### config.mk
export PLATFORM = sky130hd
export DESIGN_NAME = sys_ctl_top
export DESIGN_NICKNAME = d
export VERILOG_FILES = /design/src/logic/sys_ctl_pkg.sv /design/src/logic/idt_fetch.sv /design/src/logic/int_latch.sv /design/src/logic/redirect_arbiter.sv /design/src/logic/return_seq.sv /design/src/logic/sys_ctl_top.sv
export SDC_FILE = /design/constraint.sdc
export NUM_CORES = 1
export LEC_CHECK = 0
export ABC_AREA = 1
export BUFFER_PORTS_ARGS = -buffer_cell sky130_fd_sc_hd__buf_2
export CORE_AREA = 2 2 139 141
export CTS_CLUSTER_DIAMETER = 150
export DETAILED_ROUTE_END_ITERATION = 10
export DIE_AREA = 0 0 141 143
export PLACE_DENSITY_LB_ADDON = 0.15
export SLEW_MARGIN = 10
export SYNTH_ARGS = -nofsm -noshare
export SYNTH_HDL_FRONTEND = slang
export SYNTH_SLANG_ARGS = --single-unit
### constraint.sdc
create_clock -name or_int_vec -period 2.4 [get_ports or_int_vec]
set_input_delay 0.36 -clock or_int_vec [delete_from_list [all_inputs] [get_ports or_int_vec]]
set_output_delay 0.36 -clock or_int_vec [all_outputs]
set_load 0.005 [all_outputs]
### src/logic/sys_ctl_pkg.sv
package sys_ctl_pkg;

  localparam int addr_w      = 32;
  localparam int sel_w       = 16;
  localparam int vec_n       = 16;
  localparam int vec_w       = 4;
  localparam int ret_state_w = 3;
  localparam int idt_state_w = 3;
  localparam int flush_n     = 6;

  // flush line positions
  localparam logic [2:0] fl_fetch    = 3'd0;
  localparam logic [2:0] fl_decode_0 = 3'd1;
  localparam logic [2:0] fl_decode_1 = 3'd2;
  localparam logic [2:0] fl_register = 3'd3;
  localparam logic [2:0] fl_address  = 3'd4;
  localparam logic [2:0] fl_execute  = 3'd5;

  // gate table, first word of each vector; second word sits 4 above
  localparam logic [addr_w-1:0] gate_addr [vec_n] = '{
    32'h0000_4000, 32'h0000_8000, 32'h0000_c000, 32'h0000_f000,
    32'h0000_f000, 32'h0000_f000, 32'h0000_f000, 32'h0000_f000,
    32'h0000_4000, 32'h0000_8000, 32'h0000_c000, 32'h0000_f000,
    32'h0000_0100, 32'h0000_f000, 32'h0000_f000, 32'h0000_f000
  };

  // gate read states
  localparam logic [idt_state_w-1:0] is_idle  = 3'd0;
  localparam logic [idt_state_w-1:0] is_req0  = 3'd1;
  localparam logic [idt_state_w-1:0] is_resp0 = 3'd2;
  localparam logic [idt_state_w-1:0] is_req1  = 3'd3;
  localparam logic [idt_state_w-1:0] is_resp1 = 3'd4;
  localparam logic [idt_state_w-1:0] is_grant = 3'd5;

  // return pop states
  localparam logic [ret_state_w-1:0] rs_idle   = 3'd0;
  localparam logic [ret_state_w-1:0] rs_eflags = 3'd1;
  localparam logic [ret_state_w-1:0] rs_sel    = 3'd2;
  localparam logic [ret_state_w-1:0] rs_eip    = 3'd3;
  localparam logic [ret_state_w-1:0] rs_grant  = 3'd4;

  // half[1] is the high half, half[0] the low half
  typedef union packed {
    logic [addr_w-1:0]       raw;
    logic [1:0][sel_w-1:0]   half;
  } gate_word_u;

endpackage

### src/logic/idt_fetch.sv
`timescale 1ns/10ps

module idt_fetch
  import sys_ctl_pkg::*;
(
  input  logic              or_int_vec,
  input  logic              rst_n,
  input  logic              any_pending,
  input  logic [vec_w-1:0]  top_vec,
  input  logic              hold_int,
  input  logic              mem_ready,
  input  logic              mem_dp_valid,
  input  logic [addr_w-1:0] mem_dp_read_data,
  input  logic              int_grant,
  output logic              mem_valid,
  output logic [addr_w-1:0] mem_address,
  output logic              mem_dp_ready,
  output logic              int_req,
  output logic [addr_w-1:0] int_target,
  output logic [sel_w-1:0]  int_sel,
  output logic              clear,
  output logic [vec_w-1:0]  clear_vec
);

  logic [idt_state_w-1:0] state_q;
  logic [vec_w-1:0]       vec_q;
  logic [sel_w-1:0]       off_lo_q;
  logic [sel_w-1:0]       off_hi_q;
  logic [sel_w-1:0]       sel_q;
  gate_word_u             swap_w;

  // table is stored big endian
  assign swap_w.raw = {mem_dp_read_data[7:0], mem_dp_read_data[15:8],
                       mem_dp_read_data[23:16], mem_dp_read_data[31:24]};

  ////////////////////
  // gate read FSM

  always_ff @(posedge or_int_vec) begin
    if (!rst_n) begin
      state_q <= is_idle;
    end else begin
      case (state_q)
        is_idle: begin
          if (any_pending && !hold_int) begin
            state_q <= is_req0;
          end
        end
        is_req0: begin
          if (mem_ready) begin
            state_q <= is_resp0;
          end
        end
        is_resp0: begin
          if (mem_dp_valid) begin
            state_q <= is_req1;
          end
        end
        is_req1: begin
          if (mem_ready) begin
            state_q <= is_resp1;
          end
        end
        is_resp1: begin
          if (mem_dp_valid) begin
            state_q <= is_grant;
          end
        end
        is_grant: begin
          if (int_grant) begin
            state_q <= is_idle;
          end
        end
        default: state_q <= is_idle;
      endcase
    end
  end

  // vector and gate halves
  always_ff @(posedge or_int_vec) begin
    if (state_q == is_idle && any_pending && !hold_int) begin
      vec_q <= top_vec;
    end
    if (state_q == is_resp0 && mem_dp_valid) begin
      off_lo_q <= swap_w.half[0];
    end
    if (state_q == is_resp1 && mem_dp_valid) begin
      sel_q    <= swap_w.half[1];
      off_hi_q <= swap_w.half[0];
    end
  end

  ////////////////////
  // bus and redirect outputs

  assign mem_valid    = (state_q == is_req0) || (state_q == is_req1);
  assign mem_dp_ready = (state_q == is_resp0) || (state_q == is_resp1);
  assign mem_address  = gate_addr[vec_q] + ((state_q == is_req1) ? addr_w'(4) : addr_w'(0));

  assign int_req    = (state_q == is_grant);
  assign int_target = {off_hi_q, off_lo_q};
  assign int_sel    = sel_q;

  // pending bit drops on the same edge the FSM goes idle
  assign clear     = int_req & int_grant;
  assign clear_vec = vec_q;

endmodule

### src/logic/int_latch.sv
`timescale 1ns/10ps

module int_latch
  import sys_ctl_pkg::*;
(
  input  logic             or_int_vec,
  input  logic             rst_n,
  input  logic [vec_n-1:0] int_vec,
  input  logic             clear,
  input  logic [vec_w-1:0] clear_vec,
  output logic             any_pending,
  output logic [vec_w-1:0] top_vec,
  output logic             pending_int
);

  logic [vec_n-1:0] pending_q;
  logic [vec_n-1:0] clr_mask;
  logic [vec_n-1:0] pending_nxt;

  ////////////////////
  // sticky request bits

  // new requests are merged first, then the serviced line is knocked out
  always_comb begin
    clr_mask    = clear ? (vec_n'(1) << clear_vec) : '0;
    pending_nxt = (pending_q | int_vec) & ~clr_mask;
  end

  always_ff @(posedge or_int_vec) begin
    if (!rst_n) begin
      pending_q <= '0;
    end else begin
      pending_q <= pending_nxt;
    end
  end

  ////////////////////
  // lowest index wins

  always_comb begin
    top_vec = '0;
    for (int i = vec_n - 1; i >= 0; i--) begin
      if (pending_q[i]) begin
        top_vec = vec_w'(i);
      end
    end
  end

  assign any_pending = |pending_q;
  assign pending_int = any_pending;

endmodule

### src/logic/redirect_arbiter.sv
`timescale 1ns/10ps

module redirect_arbiter
  import sys_ctl_pkg::*;
(
  input  logic              or_int_vec,
  input  logic              rst_n,
  input  logic              jump_load,
  input  logic [addr_w-1:0] jump_load_address,
  input  logic              jump_load_cs,
  input  logic [sel_w-1:0]  jump_cs,
  input  logic              ret_req,
  input  logic [addr_w-1:0] ret_target,
  input  logic [sel_w-1:0]  ret_sel,
  input  logic              ret_sel_load,
  input  logic              iretd_halt,
  input  logic              int_req,
  input  logic [addr_w-1:0] int_target,
  input  logic [sel_w-1:0]  int_sel,
  output logic              ret_grant,
  output logic              int_grant,
  output logic              fetch_load,
  output logic [addr_w-1:0] fetch_load_address,
  output logic              reg_load_cs,
  output logic [sel_w-1:0]  reg_cs,
  output logic              flush_fetch,
  output logic              flush_decode_0,
  output logic              flush_decode_1,
  output logic              flush_register,
  output logic              flush_address,
  output logic              flush_execute
);

  logic               jmp_q;
  logic [addr_w-1:0]  jmp_addr_q;
  logic               jmp_cs_load_q;
  logic [sel_w-1:0]   jmp_cs_q;
  logic [addr_w-1:0]  nxt_addr;
  logic [sel_w-1:0]   nxt_cs;
  logic               nxt_cs_load;
  logic [flush_n-1:0] nxt_flush;
  logic [flush_n-1:0] flush_q;

  ////////////////////
  // jump capture

  always_ff @(posedge or_int_vec) begin
    if (!rst_n) begin
      jmp_q <= 1'b0;
    end else begin
      jmp_q <= jump_load;
    end
  end

  always_ff @(posedge or_int_vec) begin
    jmp_addr_q    <= jump_load_address;
    jmp_cs_load_q <= jump_load_cs;
    jmp_cs_q      <= jump_cs;
  end

  ////////////////////
  // fixed priority: jump, return, interrupt

  assign ret_grant = ret_req & ~jmp_q;
  assign int_grant = int_req & ~jmp_q & ~ret_req;

  always_comb begin
    nxt_addr    = int_target;
    nxt_cs      = int_sel;
    nxt_cs_load = int_grant;
    nxt_flush   = int_grant ? '1 : '0;
    if (jmp_q) begin
      nxt_addr    = jmp_addr_q;
      nxt_cs      = jmp_cs_q;
      nxt_cs_load = jmp_cs_load_q;
      nxt_flush   = '1;
    end else if (ret_grant) begin
      nxt_addr    = ret_target;
      nxt_cs      = ret_sel;
      nxt_cs_load = ret_sel_load;
      nxt_flush   = '0;
      nxt_flush[fl_fetch] = 1'b1;
    end
  end

  ////////////////////
  // registered redirect

  always_ff @(posedge or_int_vec) begin
    if (!rst_n) begin
      fetch_load  <= 1'b0;
      reg_load_cs <= 1'b0;
      flush_q     <= '0;
    end else begin
      fetch_load  <= jmp_q | ret_grant | int_grant;
      reg_load_cs <= nxt_cs_load;
      flush_q     <= nxt_flush;
    end
  end

  always_ff @(posedge or_int_vec) begin
    fetch_load_address <= nxt_addr;
    reg_cs             <= nxt_cs;
  end

  // fetch also stays flushed for the whole pop sequence
  assign flush_fetch    = flush_q[fl_fetch] | iretd_halt;
  assign flush_decode_0 = flush_q[fl_decode_0];
  assign flush_decode_1 = flush_q[fl_decode_1];
  assign flush_register = flush_q[fl_register];
  assign flush_address  = flush_q[fl_address];
  assign flush_execute  = flush_q[fl_execute];

endmodule

### src/logic/return_seq.sv
`timescale 1ns/10ps

module return_seq
  import sys_ctl_pkg::*;
(
  input  logic              or_int_vec,
  input  logic              rst_n,
  input  logic              iretd,
  input  logic              ret_far,
  input  logic              ret_near,
  input  logic              iretd_pop_valid,
  input  logic [addr_w-1:0] iretd_pop_data,
  input  logic              ret_grant,
  output logic              iretd_halt,
  output logic              reg_load_eflags,
  output logic [addr_w-1:0] reg_eflags,
  output logic              reg_load_eip,
  output logic [addr_w-1:0] reg_eip,
  output logic              ret_req,
  output logic [addr_w-1:0] ret_target,
  output logic [sel_w-1:0]  ret_sel,
  output logic              ret_sel_load
);

  logic [ret_state_w-1:0] state_q;
  logic [addr_w-1:0]      target_q;
  logic [sel_w-1:0]       sel_q;
  logic                   sel_load_q;

  ////////////////////
  // pop sequencing

  // iretd pops eflags, cs, eip; far skips eflags; near pops eip only
  always_ff @(posedge or_int_vec) begin
    if (!rst_n) begin
      state_q    <= rs_idle;
      sel_load_q <= 1'b0;
    end else begin
      case (state_q)
        rs_idle: begin
          sel_load_q <= 1'b0;
          if (iretd) begin
            state_q <= rs_eflags;
          end else if (ret_far) begin
            state_q <= rs_sel;
          end else if (ret_near) begin
            state_q <= rs_eip;
          end
        end
        rs_eflags: begin
          if (iretd_pop_valid) begin
            state_q <= rs_sel;
          end
        end
        rs_sel: begin
          if (iretd_pop_valid) begin
            state_q    <= rs_eip;
            sel_load_q <= 1'b1;
          end
        end
        rs_eip: begin
          if (iretd_pop_valid) begin
            state_q <= rs_grant;
          end
        end
        rs_grant: begin
          if (ret_grant) begin
            state_q <= rs_idle;
          end
        end
        default: state_q <= rs_idle;
      endcase
    end
  end

  always_ff @(posedge or_int_vec) begin
    if (state_q == rs_sel && iretd_pop_valid) begin
      sel_q <= iretd_pop_data[sel_w-1:0];
    end
    if (state_q == rs_eip && iretd_pop_valid) begin
      target_q <= iretd_pop_data;
    end
  end

  ////////////////////
  // outputs

  assign iretd_halt = (state_q != rs_idle);

  assign reg_load_eflags = iretd_pop_valid && (state_q == rs_eflags);
  assign reg_eflags      = iretd_pop_data;
  assign reg_load_eip    = iretd_pop_valid && (state_q == rs_eip);
  assign reg_eip         = iretd_pop_data;

  assign ret_req      = (state_q == rs_grant);
  assign ret_target   = target_q;
  assign ret_sel      = sel_q;
  assign ret_sel_load = sel_load_q;

endmodule

### src/logic/sys_ctl_top.sv
`timescale 1ns/10ps

module sys_ctl_top
  import sys_ctl_pkg::*;
(
  input  logic              or_int_vec,
  input  logic              rst_n,
  input  logic [vec_n-1:0]  int_vec,
  input  logic              hold_int,
  output logic              pending_int,
  output logic              mem_valid,
  input  logic              mem_ready,
  output logic [addr_w-1:0] mem_address,
  input  logic              mem_dp_valid,
  output logic              mem_dp_ready,
  input  logic [addr_w-1:0] mem_dp_read_data,
  input  logic              iretd,
  input  logic              ret_far,
  input  logic              ret_near,
  output logic              iretd_halt,
  input  logic              iretd_pop_valid,
  input  logic [addr_w-1:0] iretd_pop_data,
  output logic              reg_load_eflags,
  output logic [addr_w-1:0] reg_eflags,
  output logic              reg_load_eip,
  output logic [addr_w-1:0] reg_eip,
  input  logic              jump_load,
  input  logic [addr_w-1:0] jump_load_address,
  input  logic              jump_load_cs,
  input  logic [sel_w-1:0]  jump_cs,
  output logic              fetch_load,
  output logic [addr_w-1:0] fetch_load_address,
  output logic              reg_load_cs,
  output logic [sel_w-1:0]  reg_cs,
  output logic              flush_fetch,
  output logic              flush_decode_0,
  output logic              flush_decode_1,
  output logic              flush_register,
  output logic              flush_address,
  output logic              flush_execute
);

  logic              any_pending;
  logic [vec_w-1:0]  top_vec;
  logic              clear;
  logic [vec_w-1:0]  clear_vec;
  logic              int_req;
  logic              int_grant;
  logic [addr_w-1:0] int_target;
  logic [sel_w-1:0]  int_sel;
  logic              ret_req;
  logic              ret_grant;
  logic [addr_w-1:0] ret_target;
  logic [sel_w-1:0]  ret_sel;
  logic              ret_sel_load;

  int_latch int_latch_i (
    .or_int_vec  (or_int_vec),
    .rst_n       (rst_n),
    .int_vec     (int_vec),
    .clear       (clear),
    .clear_vec   (clear_vec),
    .any_pending (any_pending),
    .top_vec     (top_vec),
    .pending_int (pending_int)
  );

  idt_fetch idt_fetch_i (
    .or_int_vec       (or_int_vec),
    .rst_n            (rst_n),
    .any_pending      (any_pending),
    .top_vec          (top_vec),
    .hold_int         (hold_int),
    .mem_ready        (mem_ready),
    .mem_dp_valid     (mem_dp_valid),
    .mem_dp_read_data (mem_dp_read_data),
    .int_grant        (int_grant),
    .mem_valid        (mem_valid),
    .mem_address      (mem_address),
    .mem_dp_ready     (mem_dp_ready),
    .int_req          (int_req),
    .int_target       (int_target),
    .int_sel          (int_sel),
    .clear            (clear),
    .clear_vec        (clear_vec)
  );

  return_seq return_seq_i (
    .or_int_vec      (or_int_vec),
    .rst_n           (rst_n),
    .iretd           (iretd),
    .ret_far         (ret_far),
    .ret_near        (ret_near),
    .iretd_pop_valid (iretd_pop_valid),
    .iretd_pop_data  (iretd_pop_data),
    .ret_grant       (ret_grant),
    .iretd_halt      (iretd_halt),
    .reg_load_eflags (reg_load_eflags),
    .reg_eflags      (reg_eflags),
    .reg_load_eip    (reg_load_eip),
    .reg_eip         (reg_eip),
    .ret_req         (ret_req),
    .ret_target      (ret_target),
    .ret_sel         (ret_sel),
    .ret_sel_load    (ret_sel_load)
  );

  redirect_arbiter redirect_arbiter_i (
    .or_int_vec         (or_int_vec),
    .rst_n              (rst_n),
    .jump_load          (jump_load),
    .jump_load_address  (jump_load_address),
    .jump_load_cs       (jump_load_cs),
    .jump_cs            (jump_cs),
    .ret_req            (ret_req),
    .ret_target         (ret_target),
    .ret_sel            (ret_sel),
    .ret_sel_load       (ret_sel_load),
    .iretd_halt         (iretd_halt),
    .int_req            (int_req),
    .int_target         (int_target),
    .int_sel            (int_sel),
    .ret_grant          (ret_grant),
    .int_grant          (int_grant),
    .fetch_load         (fetch_load),
    .fetch_load_address (fetch_load_address),
    .reg_load_cs        (reg_load_cs),
    .reg_cs             (reg_cs),
    .flush_fetch        (flush_fetch),
    .flush_decode_0     (flush_decode_0),
    .flush_decode_1     (flush_decode_1),
    .flush_register     (flush_register),
    .flush_address      (flush_address),
    .flush_execute      (flush_execute)
  );

endmodule

* Word-level counts from Yosys, hierarchy flattened *
Memories as Yosys holds them, arrays and structs flattened.
Index checks and enable logic that the tools add are counted.

operators by class
  add/sub/neg operators = 1
  multipliers = 0
  div/mod/pow operators = 0
  magnitude comparators = 1
  eq/ne operators = 20
  shift operators = 1
  mux-type cells = 45
  bitwise logic cells = 13
  reduce and logical (&&, ||, !) cells = 22

operators by type and width
  cell                                               count
  2-to-1 mux 32 bit                                  4
  2-to-1 mux 3 bit                                   18
  2-to-1 mux 16 bit                                  3
  adder 32 bit                                       1
  2-to-1 mux 4 bit                                   8
  2-to-1 mux 6 bit                                   3
  one-hot mux 3 bit (6 select lines)                 1
  AND 16 bit                                         1
  != test 2 bit (second input constant)              8
  inverter 16 bit                                    1
  bitwise OR 16 bit                                  1
  OR reduction 16 bit                                1
  << shifter 1 x 4 -> 16 bit (first input constant)  1
  one-hot mux 3 bit (5 select lines)                 1
  == test 3 x 2 -> 1 bit (second input constant)     4
  == test 3 bit (second input constant)              3
  logical AND 1 bit                                  8
  OR reduction 8 bit                                 1
  == test 3 x 1 -> 1 bit (second input constant)     2
  zero test 3 bit                                    2
  AND reduction 6 bit                                1
  >= comparator 5 bit (second input constant)        1
  inverter 4 -> 5 bit                                1
  AND reduction 5 bit                                1
  other kinds (15)                                   27

storage, ports and cells
  bits in registers = 229
  latch bits = 0
  RAM bits = 0
  bits in read-only memories = 512
  input port bits = 139
  memories = 1

memory list
  memory            words  bits a word  rd ports  clocked after Yosys merged registers in  wr ports  line             text
  (name not given)  16     32           1         0                                        0         idt_fetch.sv:98  assign mem_address = gate_addr[vec_q] + ((state_q == is_req1) ? addr_w'(4) : addr_w'(0));

* Longest topological paths before layout *
Gate-level depths: netlist of run 1.

  word-level depth = 15
  mapped depth = 15
  mapped depth without buffers = 15

* Hierarchy *
From an unflattened synthesis of run 1, not the netlist that was laid out.

unflattened totals
  cells, all modules = 746
  area total of the unflattened synthesis = 8150.3 um^2

modules (own cells, without submodules)
  module            instances  cells an instance  area an instance (um^2)  sequential area each (um^2)
  redirect_arbiter  1          332                3015.4                   2042.0
  return_seq        1          156                2199.6                   1521.5
  idt_fetch         1          142                2127.0                   1621.6
  int_latch         1          116                808.3                    320.3

* Worst setup path after synthesis of run 1 *
No wires, ideal clock.

  kind = reg-to-reg
  start = register idt_fetch_i.state_q[2]
  end = register idt_fetch_i.sel_q[0] (netlist: idt_fetch_i.int_sel[0]), enable pin
  data arrival time = 1.895 ns
  slack = 0.084 ns
  stages on the path, launching flop included = 3
  path buffers = 0
  path through = dfxtp_1 -> nand3_1 -> nor2_1

on the way
  word-level cells in the longest chain between the ends = 2

RTL lines
  element                 line             text
  from (decl)             idt_fetch.sv:25  logic [idt_state_w-1:0] state_q;
  from (signal assigned)  idt_fetch.sv:41  state_q <= is_idle;
  from (signal assigned)  idt_fetch.sv:46  state_q <= is_req0;
  from (signal assigned)  idt_fetch.sv:51  state_q <= is_resp0;
  == test 3 bit           idt_fetch.sv:87  if (state_q == is_resp1 && mem_dp_valid) begin
  logical AND 1 bit       idt_fetch.sv:87
  to (signal assigned)    idt_fetch.sv:88  sel_q <= swap_w.half[1];
  to (decl)               idt_fetch.sv:29  logic [sel_w-1:0] sel_q;

Every way passes these cells.
A chain may end at the register's enable or synchronous reset.

* Worst setup path in the final report of run 1 *
  start = register return_seq_i.state_q[2]
  end = output reg_load_eip

on the way
  word-level cells in the longest chain between the ends = 2

RTL lines
  element                 line               text
  from (decl)             return_seq.sv:25   logic [ret_state_w-1:0] state_q;
  from (signal assigned)  return_seq.sv:36   state_q <= rs_idle;
  from (signal assigned)  return_seq.sv:43   state_q <= rs_eflags;
  from (signal assigned)  return_seq.sv:45   state_q <= rs_sel;
  == test 3 x 2 -> 1 bit  return_seq.sv:92   assign reg_load_eip = iretd_pop_valid && (state_q == rs_eip);
  logical AND 1 bit       return_seq.sv:92
  to (decl)               sys_ctl_top.sv:25  output logic reg_load_eip,

Every way passes these cells.

==> results.txt, run 1 <==
On the worst path, the slowest cell contributes a delay of 460 ps. The aggregate global routing overflow is 0. The TritonCTS buffer count came out at 24. The remaining antenna violation count after routing is 0. STA puts the critical path data required time at 2040 ps. The leakage power came out at 4.720 nW. The slowest stage of the critical path belongs to the cell sky130_fd_sc_hd__clkinv_1. The starting density of the core is 0.4325. The combinational share of power came out at 0.145. The path type of the worst setup path is flop to primary output. The number of nets at the end of the flow came out at 1138. The synthesized design contains 100 enable-type register cells. Tracing the worst setup path back leads to its startpoint at return_seq_i.state_q[2]. The synthesized-area fraction occupied by adder cells is 0.

Entering global routing, the biggest net connects 45 pins. The maximum clock frequency came out at 445.5 MHz. The number of instances on the worst hold path came out at 1. The initial antenna violation count came out at 1. The worst hold path terminates at idt_fetch_i.int_sel[12].

The die covers 20160 um^2. Among all flip-flop cells after synthesis, the most frequent one is sky130_fd_sc_hd__dfxtp_1. The clock period could shrink to 2245 ps. The final critical-path setup slack is 155.4 ps. The number of optimization iterations in the first detailed-route pass is 6. The run finished with clean final reports.

The cell family contributing the most delay on the critical path is buffers and inverters. The hold violation count in the final report is 0. The TritonCTS sink count came out at 225.

The worst slack at placement came out at 636.4 ps. After synthesis the cells add up to 8035 um^2. The clock network fraction of design power is 0.365. The register-to-register path setup slack came out at 680 ps. STA classifies the critical path endpoint as a primary output.

The tree is rooted in a sky130_fd_sc_hd__clkbuf_16. The worst register-to-register path ends at return_seq_i.ret_target[5]. The worst slack on hold paths came out at 24.06 ps. The clock slew seen by the registers of the worst setup and hold paths came out at 60 ps. The worst min-delay path startpoint is mem_dp_read_data[4].

The final RePlAce weighted congestion came out at 0.8381. In this run the count of I/O pins placed on the die edge is 297. Of the post-synthesis cell area, the dominant cell type holds 0.3737. The fraction of final layout cells with drive strength greater than 1 is 0.3258. The startpoint type of the worst setup path is a flop. The overall routing resource usage came out at 0.1772.

The commonest cells after synthesis are sky130_fd_sc_hd__nand2_1 (169), sky130_fd_sc_hd__dfxtp_1 (125), sky130_fd_sc_hd__edfxtp_1 (100), sky130_fd_sc_hd__buf_4 (96), sky130_fd_sc_hd__nand3_1 (72). Sorting the synthesized cells by area gives the leading types as sky130_fd_sc_hd__edfxtp_1 (37%), sky130_fd_sc_hd__dfxtp_1 (31%), sky130_fd_sc_hd__buf_4 (9.0%). The maximum net fanout on the critical path is 10. Setup repair after global routing left no endpoint under its margin.

The synthesized instance count came out at 731. The total of flip-flops plus latches after synthesis came out at 225. From left edge to right edge, the die measures 141 um. The actual transition at the worst max-transition pin came out at 552.0 ps. The area inside the core boundary is 18580 um^2.

Dividing the detail-routed via count by the number of cells gives 4.538. The tool flagged a number of max-cap violations equal to 0. The most used standard cell by instance count after synthesis is sky130_fd_sc_hd__nand2_1. After synthesis, the share of flip-flops with an asynchronous set or reset is 0.

The die height is 143 um. The TritonCTS clock tree is built. The number of H-tree levels came out at 1. In this run the critical register-to-register path is launched from return_seq_i.state_q[2]. VDD sags by at most 599.1 uV. The number of global-route vias before repair is 5192.

The count of cells along the worst register-to-register path came out at 4. The per-instance average area after synthesis came out at 10.99 um^2. The placement row count is 50. The number of different library cells in the post-synthesis netlist came out at 32.

The sequential share of power came out at 0.491. The total via count in the routed design came out at 5672. The net switching power figure came out at 2.405 mW. The setup violation total in the final timing report came out at 0.

The first-pass GRT wire length is 27700 um. The area growth from synthesis to layout is 28.71%. The post-synthesis share of cell area spent on xor and xnor gates is 0. The worst path arrival time came out at 1880 ps.

The sequential-to-total area share from yosys stat came out at 0.6851. Traced cell by cell, the critical path runs through inv_1 > nand4_1 > clkinv_1 > buf_2. The final routed wirelength across all metal layers is 18560 um.

The portion of netlist area occupied by mux cells came out at 0. The synthesized-area fraction occupied by ao, oa, aoi and oai cells is 0.03348. Of all cell types, the one taking the most synthesized area is sky130_fd_sc_hd__edfxtp_1. The period utilization came out at 0.9353.

Of the total synthesized cell area, the portion taken by AND, OR, NAND and NOR gates is 0.1496. The post-detailed-route wirelength per cell came out at 14.85 um. The violation count after the first detailed-routing iteration came out at 181. The count of buffers from port buffering came out at 270.

0 antenna diodes ended up in the layout. The synthesis warning total came out at 0. The estimated wirelength of the detail-placed design came out at 12920 um. After layout, the design draws a total of 9.457 mW.

Cell internal power was estimated by the tool at 7.053 mW. The aggregate negative setup slack came out at 0 ps. The number of max-slew violations in the final report is 0.

The later pin in the worst-skew pair is clocked with a latency of 510 ps. The post-route clock skew came out at 18.65 ps. The final routed DRC violation total is 0. The number of buffers between clock root and the deepest sink is 3. The path class of the lowest-slack min-delay path is input port to flop. The number of buffers and inverters on the critical path is 3. Power spread over the standard cell area amounts to 914.4 nW/um^2. By area, the combinational part of the netlist is dominated by simple AND/OR/NAND/NOR gates. Of the total power, the share spent switching nets is 0.2543. Measured against its own limit, the worst slew margin works out to 0.6297.
cells in the final DEF (no fill, tap or decap), types with 2 or more instances in the layout:
cell type | Yosys | layout
sky130_fd_sc_hd__edfxtp_1 | 100 | 100
sky130_fd_sc_hd__nand3_1 | 72 | 72
sky130_fd_sc_hd__conb_1 | 1 | 26
sky130_fd_sc_hd__o211ai_1 | 10 | 10
sky130_fd_sc_hd__nor2_4 | 2 | 4
sky130_fd_sc_hd__o21ai_0 | 6 | 6
sky130_fd_sc_hd__nand4_1 | 2 | 2
sky130_fd_sc_hd__inv_1 | 61 | 60
sky130_fd_sc_hd__buf_2 | 6 | 270
sky130_fd_sc_hd__clkinvlp_4 | 0 | 2
sky130_fd_sc_hd__clkinv_1 | 1 | 6
sky130_fd_sc_hd__clkbuf_16 | 0 | 26
sky130_fd_sc_hd__a21oi_1 | 6 | 6
sky130_fd_sc_hd__a31oi_1 | 4 | 4
sky130_fd_sc_hd__clkinv_2 | 0 | 2
sky130_fd_sc_hd__inv_2 | 3 | 3
sky130_fd_sc_hd__nand2_1 | 169 | 169
sky130_fd_sc_hd__clkbuf_1 | 13 | 6
sky130_fd_sc_hd__buf_4 | 96 | 13
sky130_fd_sc_hd__o21ai_1 | 3 | 3
sky130_fd_sc_hd__o221ai_1 | 6 | 6
sky130_fd_sc_hd__dfxtp_1 | 125 | 124
sky130_fd_sc_hd__dlygate4sd3_1 | 0 | 49
sky130_fd_sc_hd__nor2_2 | 1 | 2
sky130_fd_sc_hd__nor3_1 | 8 | 8
sky130_fd_sc_hd__nor2_1 | 26 | 23
sky130_fd_sc_hd__clkbuf_8 | 0 | 2
cells by family (layout without fill, tap and decap cells):
logic type / Yosys count / count (layout)
flip-flops: 225 / 225
AO/OA/AOI/OAI: 40 / 40
AND/OR/NAND/NOR: 284 / 284
buffers and inverters: 181 / 441
other: 1 / 26
repair_timing:
action / 4_1_cts / 5_1_grt
endpoints found under the setup margin: 0 / 3
resized for setup: 0 / 1
endpoints found under the hold margin: 49 / 0
buffers inserted: 0 / 2
hold buffers: 49 / 0
power groups by stage:
stage                     Combinational, mW  Sequential, mW  Clock (mW)
after floorplan                       0.792            4.69           0
after global placement                 1.30            4.72           0
after detailed placement               1.31            4.72           0
after CTS                              1.38            4.65        3.54
after global routing                   1.54            4.68        3.71
final                                  1.37            4.64        3.45
worst reg2reg max path, stage by stage, from the launching register on:
cell                       delay (ps)
sky130_fd_sc_hd__dfxtp_1          370
sky130_fd_sc_hd__inv_1            120
sky130_fd_sc_hd__nand4_1          120
sky130_fd_sc_hd__clkinv_1         460
sky130_fd_sc_hd__buf_4            400
routing by layer:
metal,routed length [um],part of all wire,global-route usage
met5,0,0,0
met4,306,0.016,0.04895
met3,1221,0.066,0.03421
met2,8960,0.48,0.2983
met1,8074,0.43,0.2359
worst max-delay path by stage:
stage | endpoint | slack (ps) | cells after the start
2_1_floorplan | idt_fetch_i.int_sel[0] | 80 | 2
3_3_place_gp | reg_load_eip | 620 | 4
3_5_place_dp | mem_address[12] | 640 | 6
4_1_cts | mem_address[12] | 100 | 6
5_1_grt | reg_load_eip | 40 | 4
6_report | reg_load_eip | 160 | 4
through the flow:
step	instance area, um^2	utilization	std cells
global route	10340	0.5566	1250
floorplan	8129	-	756
global placement	9090	0.4892	1156
finish	10340	0.5566	1250
CTS	10320	0.5556	1248
detailed placement	9090	0.4892	1156
flip-flops by register name, indices dropped and copies added, names as in the netlist:
register / flops
return_seq_i.state_q: 3
redirect_arbiter_i.jmp_cs_load_q: 1
redirect_arbiter_i.jmp_q: 1
return_seq_i.ret_sel_load: 1
redirect_arbiter_i.fetch_load_address: 32
idt_fetch_i.clear_vec: 4
redirect_arbiter_i.reg_cs: 16
redirect_arbiter_i.flush_q: 2
redirect_arbiter_i.fetch_load: 1
return_seq_i.ret_target: 32
redirect_arbiter_i.jmp_addr_q: 32
idt_fetch_i.state_q: 3
int_latch_i.pending_q: 16
idt_fetch_i.off_hi_q: 16
redirect_arbiter_i.jmp_cs_q: 16
return_seq_i.ret_sel: 16
idt_fetch_i.int_sel: 16
idt_fetch_i.off_lo_q: 16
redirect_arbiter_i.reg_load_cs: 1
final cells by class:
cell class,instances,area (um^2)
clock buffers,34,700.7
clock inverters,9,42.54
fillers,1613,8238
inverters,65,247.7
multi-input cells,350,1593
flip-flops and latches,225,5507
well taps,234,292.8
repair buffers,333,1959
Power figures use the tool's default switching activity.
==> run 2: changes to the inputs <==
--- a/config.mk
+++ b/config.mk
@@ -5,14 +5,14 @@
 export SDC_FILE = /design/constraint.sdc
 export NUM_CORES = 1
 export LEC_CHECK = 0
-export ABC_AREA = 1
 export BUFFER_PORTS_ARGS = -buffer_cell sky130_fd_sc_hd__buf_2
-export CORE_AREA = 2 2 139 141
+export CORE_AREA = 2 2 140 142
 export CTS_CLUSTER_DIAMETER = 150
 export DETAILED_ROUTE_END_ITERATION = 10
-export DIE_AREA = 0 0 141 143
-export PLACE_DENSITY_LB_ADDON = 0.15
+export DIE_AREA = 0 0 142 144
+export PLACE_DENSITY = 0.73
 export SLEW_MARGIN = 10
 export SYNTH_ARGS = -nofsm -noshare
 export SYNTH_HDL_FRONTEND = slang
+export SYNTH_HIERARCHICAL = 1
 export SYNTH_SLANG_ARGS = --single-unit
==> run 2 against run 1 <==
Against the previous run: non-clock buffer count rose by 2; combinational power decreased by 34%; cell count fell by 7.4%; wire length increased by 2.2%; utilization decreased by 0.81 points; die area increased by 1.4%; clock-buffer cell count down 4; clock power grew 3%; flip-flop and latch count is the same; area after synthesis up 2.0%; largest power group unchanged.
==> results.txt, run 2 <==
The run finished with clean final reports. The TritonCTS sink count is 225 (unchanged). The final critical-path setup slack is 241.5 ps (+86.15 ps).

The number of top-level design ports is 297 (unchanged). For this run, the leading register cell type out of synthesis is sky130_fd_sc_hd__dfxtp_1. The final non-filler cell total is 1158 (-7.4%). The root buffer cell is sky130_fd_sc_hd__clkbuf_16. The estimated wirelength of the detail-placed design is 12580 um (-2.7%).

The area inside the core boundary is 19080 um^2 (+2.7%). The period utilization came to 0.8994 (-0.03589). The actual transition at the worst max-transition pin was 553.6 ps (+1.667 ps). The starting density of the core came out at 0.4296 (-0.002856). The number of enable-type register cells in the synthesized netlist came out at 100 (unchanged).

The startpoint type of the worst setup path is a flop. The share of the synthesized area in the top cell type came out at 0.3664 (-0.007359). The path type of the worst setup path is flop to flop. The number of global-route vias before repair came to 5083 (-2.1%). The setup violation total in the final timing report is 0 (unchanged).

The final routed wirelength across all metal layers is 18970 um (+2.2%). The number of max-slew violations in the final report came out at 0 (unchanged). The peak supply drop is 591.4 uV (-1.3%).

The die footprint came out at 20450 um^2 (+1.4%). Setup repair after global routing left no endpoint under its margin. The routed via count divided by cell count came out at 4.733 (+4.3%). The worst slack at placement came out at 251.9 ps (-384.5 ps). The placement row count is 51 (+2.0%). The count of buffers from port buffering came to 270 (unchanged).

The most common library cell in the layout ignoring fill and taps is sky130_fd_sc_hd__buf_2. The worst path arrival time came out at 2530 ps (+650 ps). The clock insertion delay at the later pin of the skew report is 510 ps (about the same). The clock slew seen by the registers of the worst setup and hold paths came out at 60 ps (about the same).

The count of cells along the worst register-to-register path came out at 6 (+2). The worst setup path is captured at a flop. The worst min-delay path startpoint is mem_dp_read_data[10]. The final routed DRC violation total is 0 (unchanged). In the layout the commonest cells are sky130_fd_sc_hd__buf_2 (270), sky130_fd_sc_hd__dfxtp_1 (124), sky130_fd_sc_hd__edfxtp_1 (100), sky130_fd_sc_hd__nand2_1 (64), sky130_fd_sc_hd__mux2i_1 (51). TritonCTS built the clock tree. The post-route clock skew is 9.693 ps (-8.954 ps).

The number of gates resized after CTS was 0 (unchanged). The per-instance average area after synthesis is 12.87 um^2 (+17%). The number of buffers inserted to repair setup after CTS came to 0 (unchanged). The most used standard cell by instance count after synthesis is sky130_fd_sc_hd__dfxtp_1. The number of nets at the end of the flow was 1042 (-8.4%). In the synthesized netlist, the cells that appear most often are sky130_fd_sc_hd__dfxtp_1 (125), sky130_fd_sc_hd__edfxtp_1 (100), sky130_fd_sc_hd__buf_4 (97), sky130_fd_sc_hd__nand2_1 (64), sky130_fd_sc_hd__mux2i_1 (51).

The floorplan die width is 142 um (+0.71%). The hold violation count in the final report came out at 0 (unchanged). The leakage power came out at 4.354 nW (-7.7%). The number of H-tree levels came out at 1 (unchanged).

The number of max-cap violations came out at 0 (unchanged). The end-of-flow core utilization came out at 0.5486 (-0.008072). The final RePlAce weighted congestion is 0.8101 (-3.3%). The endpoint identified for the worst register-to-register timing path is int_latch_i/pending_q[5]. The fraction of registers with async set/reset came out at 0 (unchanged). The die height came to 144 um (+0.70%). The maximum number of pins on one net before global-route repair was 55 (+22%). The tightest min-delay check is of the input port to flop type. The maximum clock frequency is 463.3 MHz (+4.0%). The worst-case hold path end point is idt_fetch_i/int_sel[2]. The worst slew margin relative to its limit came out at 0.6309 (+0.001163). The number of buffers between clock root and the deepest sink is 3 (unchanged). The number of different library cells in the post-synthesis netlist was 51 (+59%). The TritonCTS buffer count was 23 (-4.2%). The required arrival time at the worst endpoint is 2780 ps (+740 ps). After synthesis, the cell types taking the most area are sky130_fd_sc_hd__edfxtp_1 (37%), sky130_fd_sc_hd__dfxtp_1 (31%), sky130_fd_sc_hd__buf_4 (8.9%).

The register-to-register path setup slack is 240 ps (-440 ps). The total via count in the routed design is 5481 (-3.4%). The number of cells after detailed placement came out at 1066 (-7.8%). The sequential-to-total area share from yosys stat is 0.6717 (-0.01349). The violation count after the first detailed-routing iteration came out at 235 (+30%). The synthesis warning total is 6 (+6).

The overall routing resource usage is 0.1725 (-0.004693). The post-detailed-route wirelength per cell is 16.38 um (+10%). The power after layout is 8.898 mW (-5.9%). The fraction of final layout cells with drive strength greater than 1 is 0.3620 (+0.03617).

The aggregate global routing overflow came out at 0 (unchanged). The power density over cell area is 850.2 nW/um^2 (-7.0%). The cell taking the most area after synthesis is sky130_fd_sc_hd__edfxtp_1. The number of optimization iterations in the first detailed-route pass is 4 (-2). The netlist area before placement is 8197 um^2 (+2.0%).

The remaining antenna violation count after routing is 0 (unchanged). The maximum net fanout on the critical path was 4 (-6). The synthesized instance count was 637 (-13%).

The diode insertion count for antenna repair came out at 0 (unchanged). The total of flip-flops plus latches after synthesis came out at 225 (unchanged). The post-route minimum period is 2158 ps (-86.14 ps).

The first-pass GRT wire length came to 27050 um (-2.4%). The initial antenna violation count is 0 (-1). The number of instances on the worst hold path came out at 1 (unchanged). In this run the critical register-to-register path is launched from idt_fetch_i/state_q[2]. The aggregate negative setup slack came out at 0 ps (unchanged). The signed area change from the synthesized netlist to the final layout is 27.69%.
==> run 2: changes by cell type after synthesis, moves of 5 or more <==
cell	delta
sky130_fd_sc_hd__nor2_1	-9
sky130_fd_sc_hd__buf_2	+5
sky130_fd_sc_hd__clkbuf_1	-10
sky130_fd_sc_hd__o211ai_1	-10
sky130_fd_sc_hd__o21ai_0	+14
sky130_fd_sc_hd__a21oi_1	+14
sky130_fd_sc_hd__o21ai_1	+43
sky130_fd_sc_hd__nand3_1	-70
sky130_fd_sc_hd__mux2i_1	+51
sky130_fd_sc_hd__nand2_1	-105
sky130_fd_sc_hd__nor2b_1	+5
sky130_fd_sc_hd__o221ai_1	-6
sky130_fd_sc_hd__inv_1	-53
==> run 2: worst max-delay path by stage <==
stage                           startpoint                        to  slack, ps  cells after the start
CTS                 idt_fetch_i/state_q[2]  int_latch_i/pending_q[5]        240                      6
global placement    idt_fetch_i/state_q[2]  int_latch_i/pending_q[5]        330                      6
detailed placement  idt_fetch_i/state_q[2]  int_latch_i/pending_q[5]        250                      6
finish              idt_fetch_i/state_q[2]  int_latch_i/pending_q[5]        240                      6
global route        idt_fetch_i/state_q[2]  int_latch_i/pending_q[5]         10                      6
floorplan           idt_fetch_i/state_q[1]   idt_fetch_i/off_lo_q[0]        290                      3
==> run 2: metal layers <==
metal | GRT usage | part of all wire | vias to the layer above | routed length, um
li1 | - | - | 2643 | -
met1 | 0.2178 | 0.42 | 2596 | 7911
met2 | 0.2995 | 0.50 | 205 | 9443
met3 | 0.03411 | 0.058 | 37 | 1091
met4 | 0.05526 | 0.028 | 0 | 525
met5 | 0 | 0 | - | 0
==> run 2: logic make-up after synthesis <==
group | after synthesis | share of synthesized area
buf+inv | 127 | 0.1134
mux | 51 | 0.06228
xor+xnor | 2 | 0.002137
flops | 225 | 0.6717
compound gates | 104 | 0.07129
other cells | 1 | 0.0004575
simple gates | 127 | 0.07877
==> run 2: repair_timing <==
item | in CTS | in global routing
hold buffers | 49 | 1
endpoints found under the setup margin | 0 | 0
hold endpoints to repair | 49 | 1
==> run 2: power by group <==
group          leakage, nW  switching (mW)  internal, mW
Sequential            1.96           0.146          4.28
Combinational         2.02           0.462         0.448
Clock                0.375            1.42          2.15
==> run 2: critical path: stages (launching register included) <==
cell,delay [ps]
sky130_fd_sc_hd__dfxtp_1,320
sky130_fd_sc_hd__nor2b_1,230
sky130_fd_sc_hd__and2_1,220
sky130_fd_sc_hd__nor3b_1,390
sky130_fd_sc_hd__and3_1,330
sky130_fd_sc_hd__nor3b_1,410
sky130_fd_sc_hd__a31oi_1,130
==> run 2: stage by stage <==
| step | instance area (um^2) | hold slack (ps) |
|---|---|---|
| after floorplan | 8297 | 387.7 |
| after global placement | 9208 | 413.9 |
| after detailed placement | 9208 | 420.7 |
| after CTS | 10460 | 1.908 |
| after global routing | 10470 | 2.075 |
| final | 10470 | 23.67 |
==> run 2: cell type report <==
| class | instances | area (um^2) |
|---|---|---|
| clock buffers | 30 | 621.8 |
| clock inverters | 12 | 136.4 |
| fillers | 1563 | 8613 |
| inverters | 8 | 30.03 |
| multi-input cells | 310 | 1882 |
| flip-flops and latches | 225 | 5509 |
| well taps | 238 | 297.8 |
| repair buffers | 335 | 1989 |
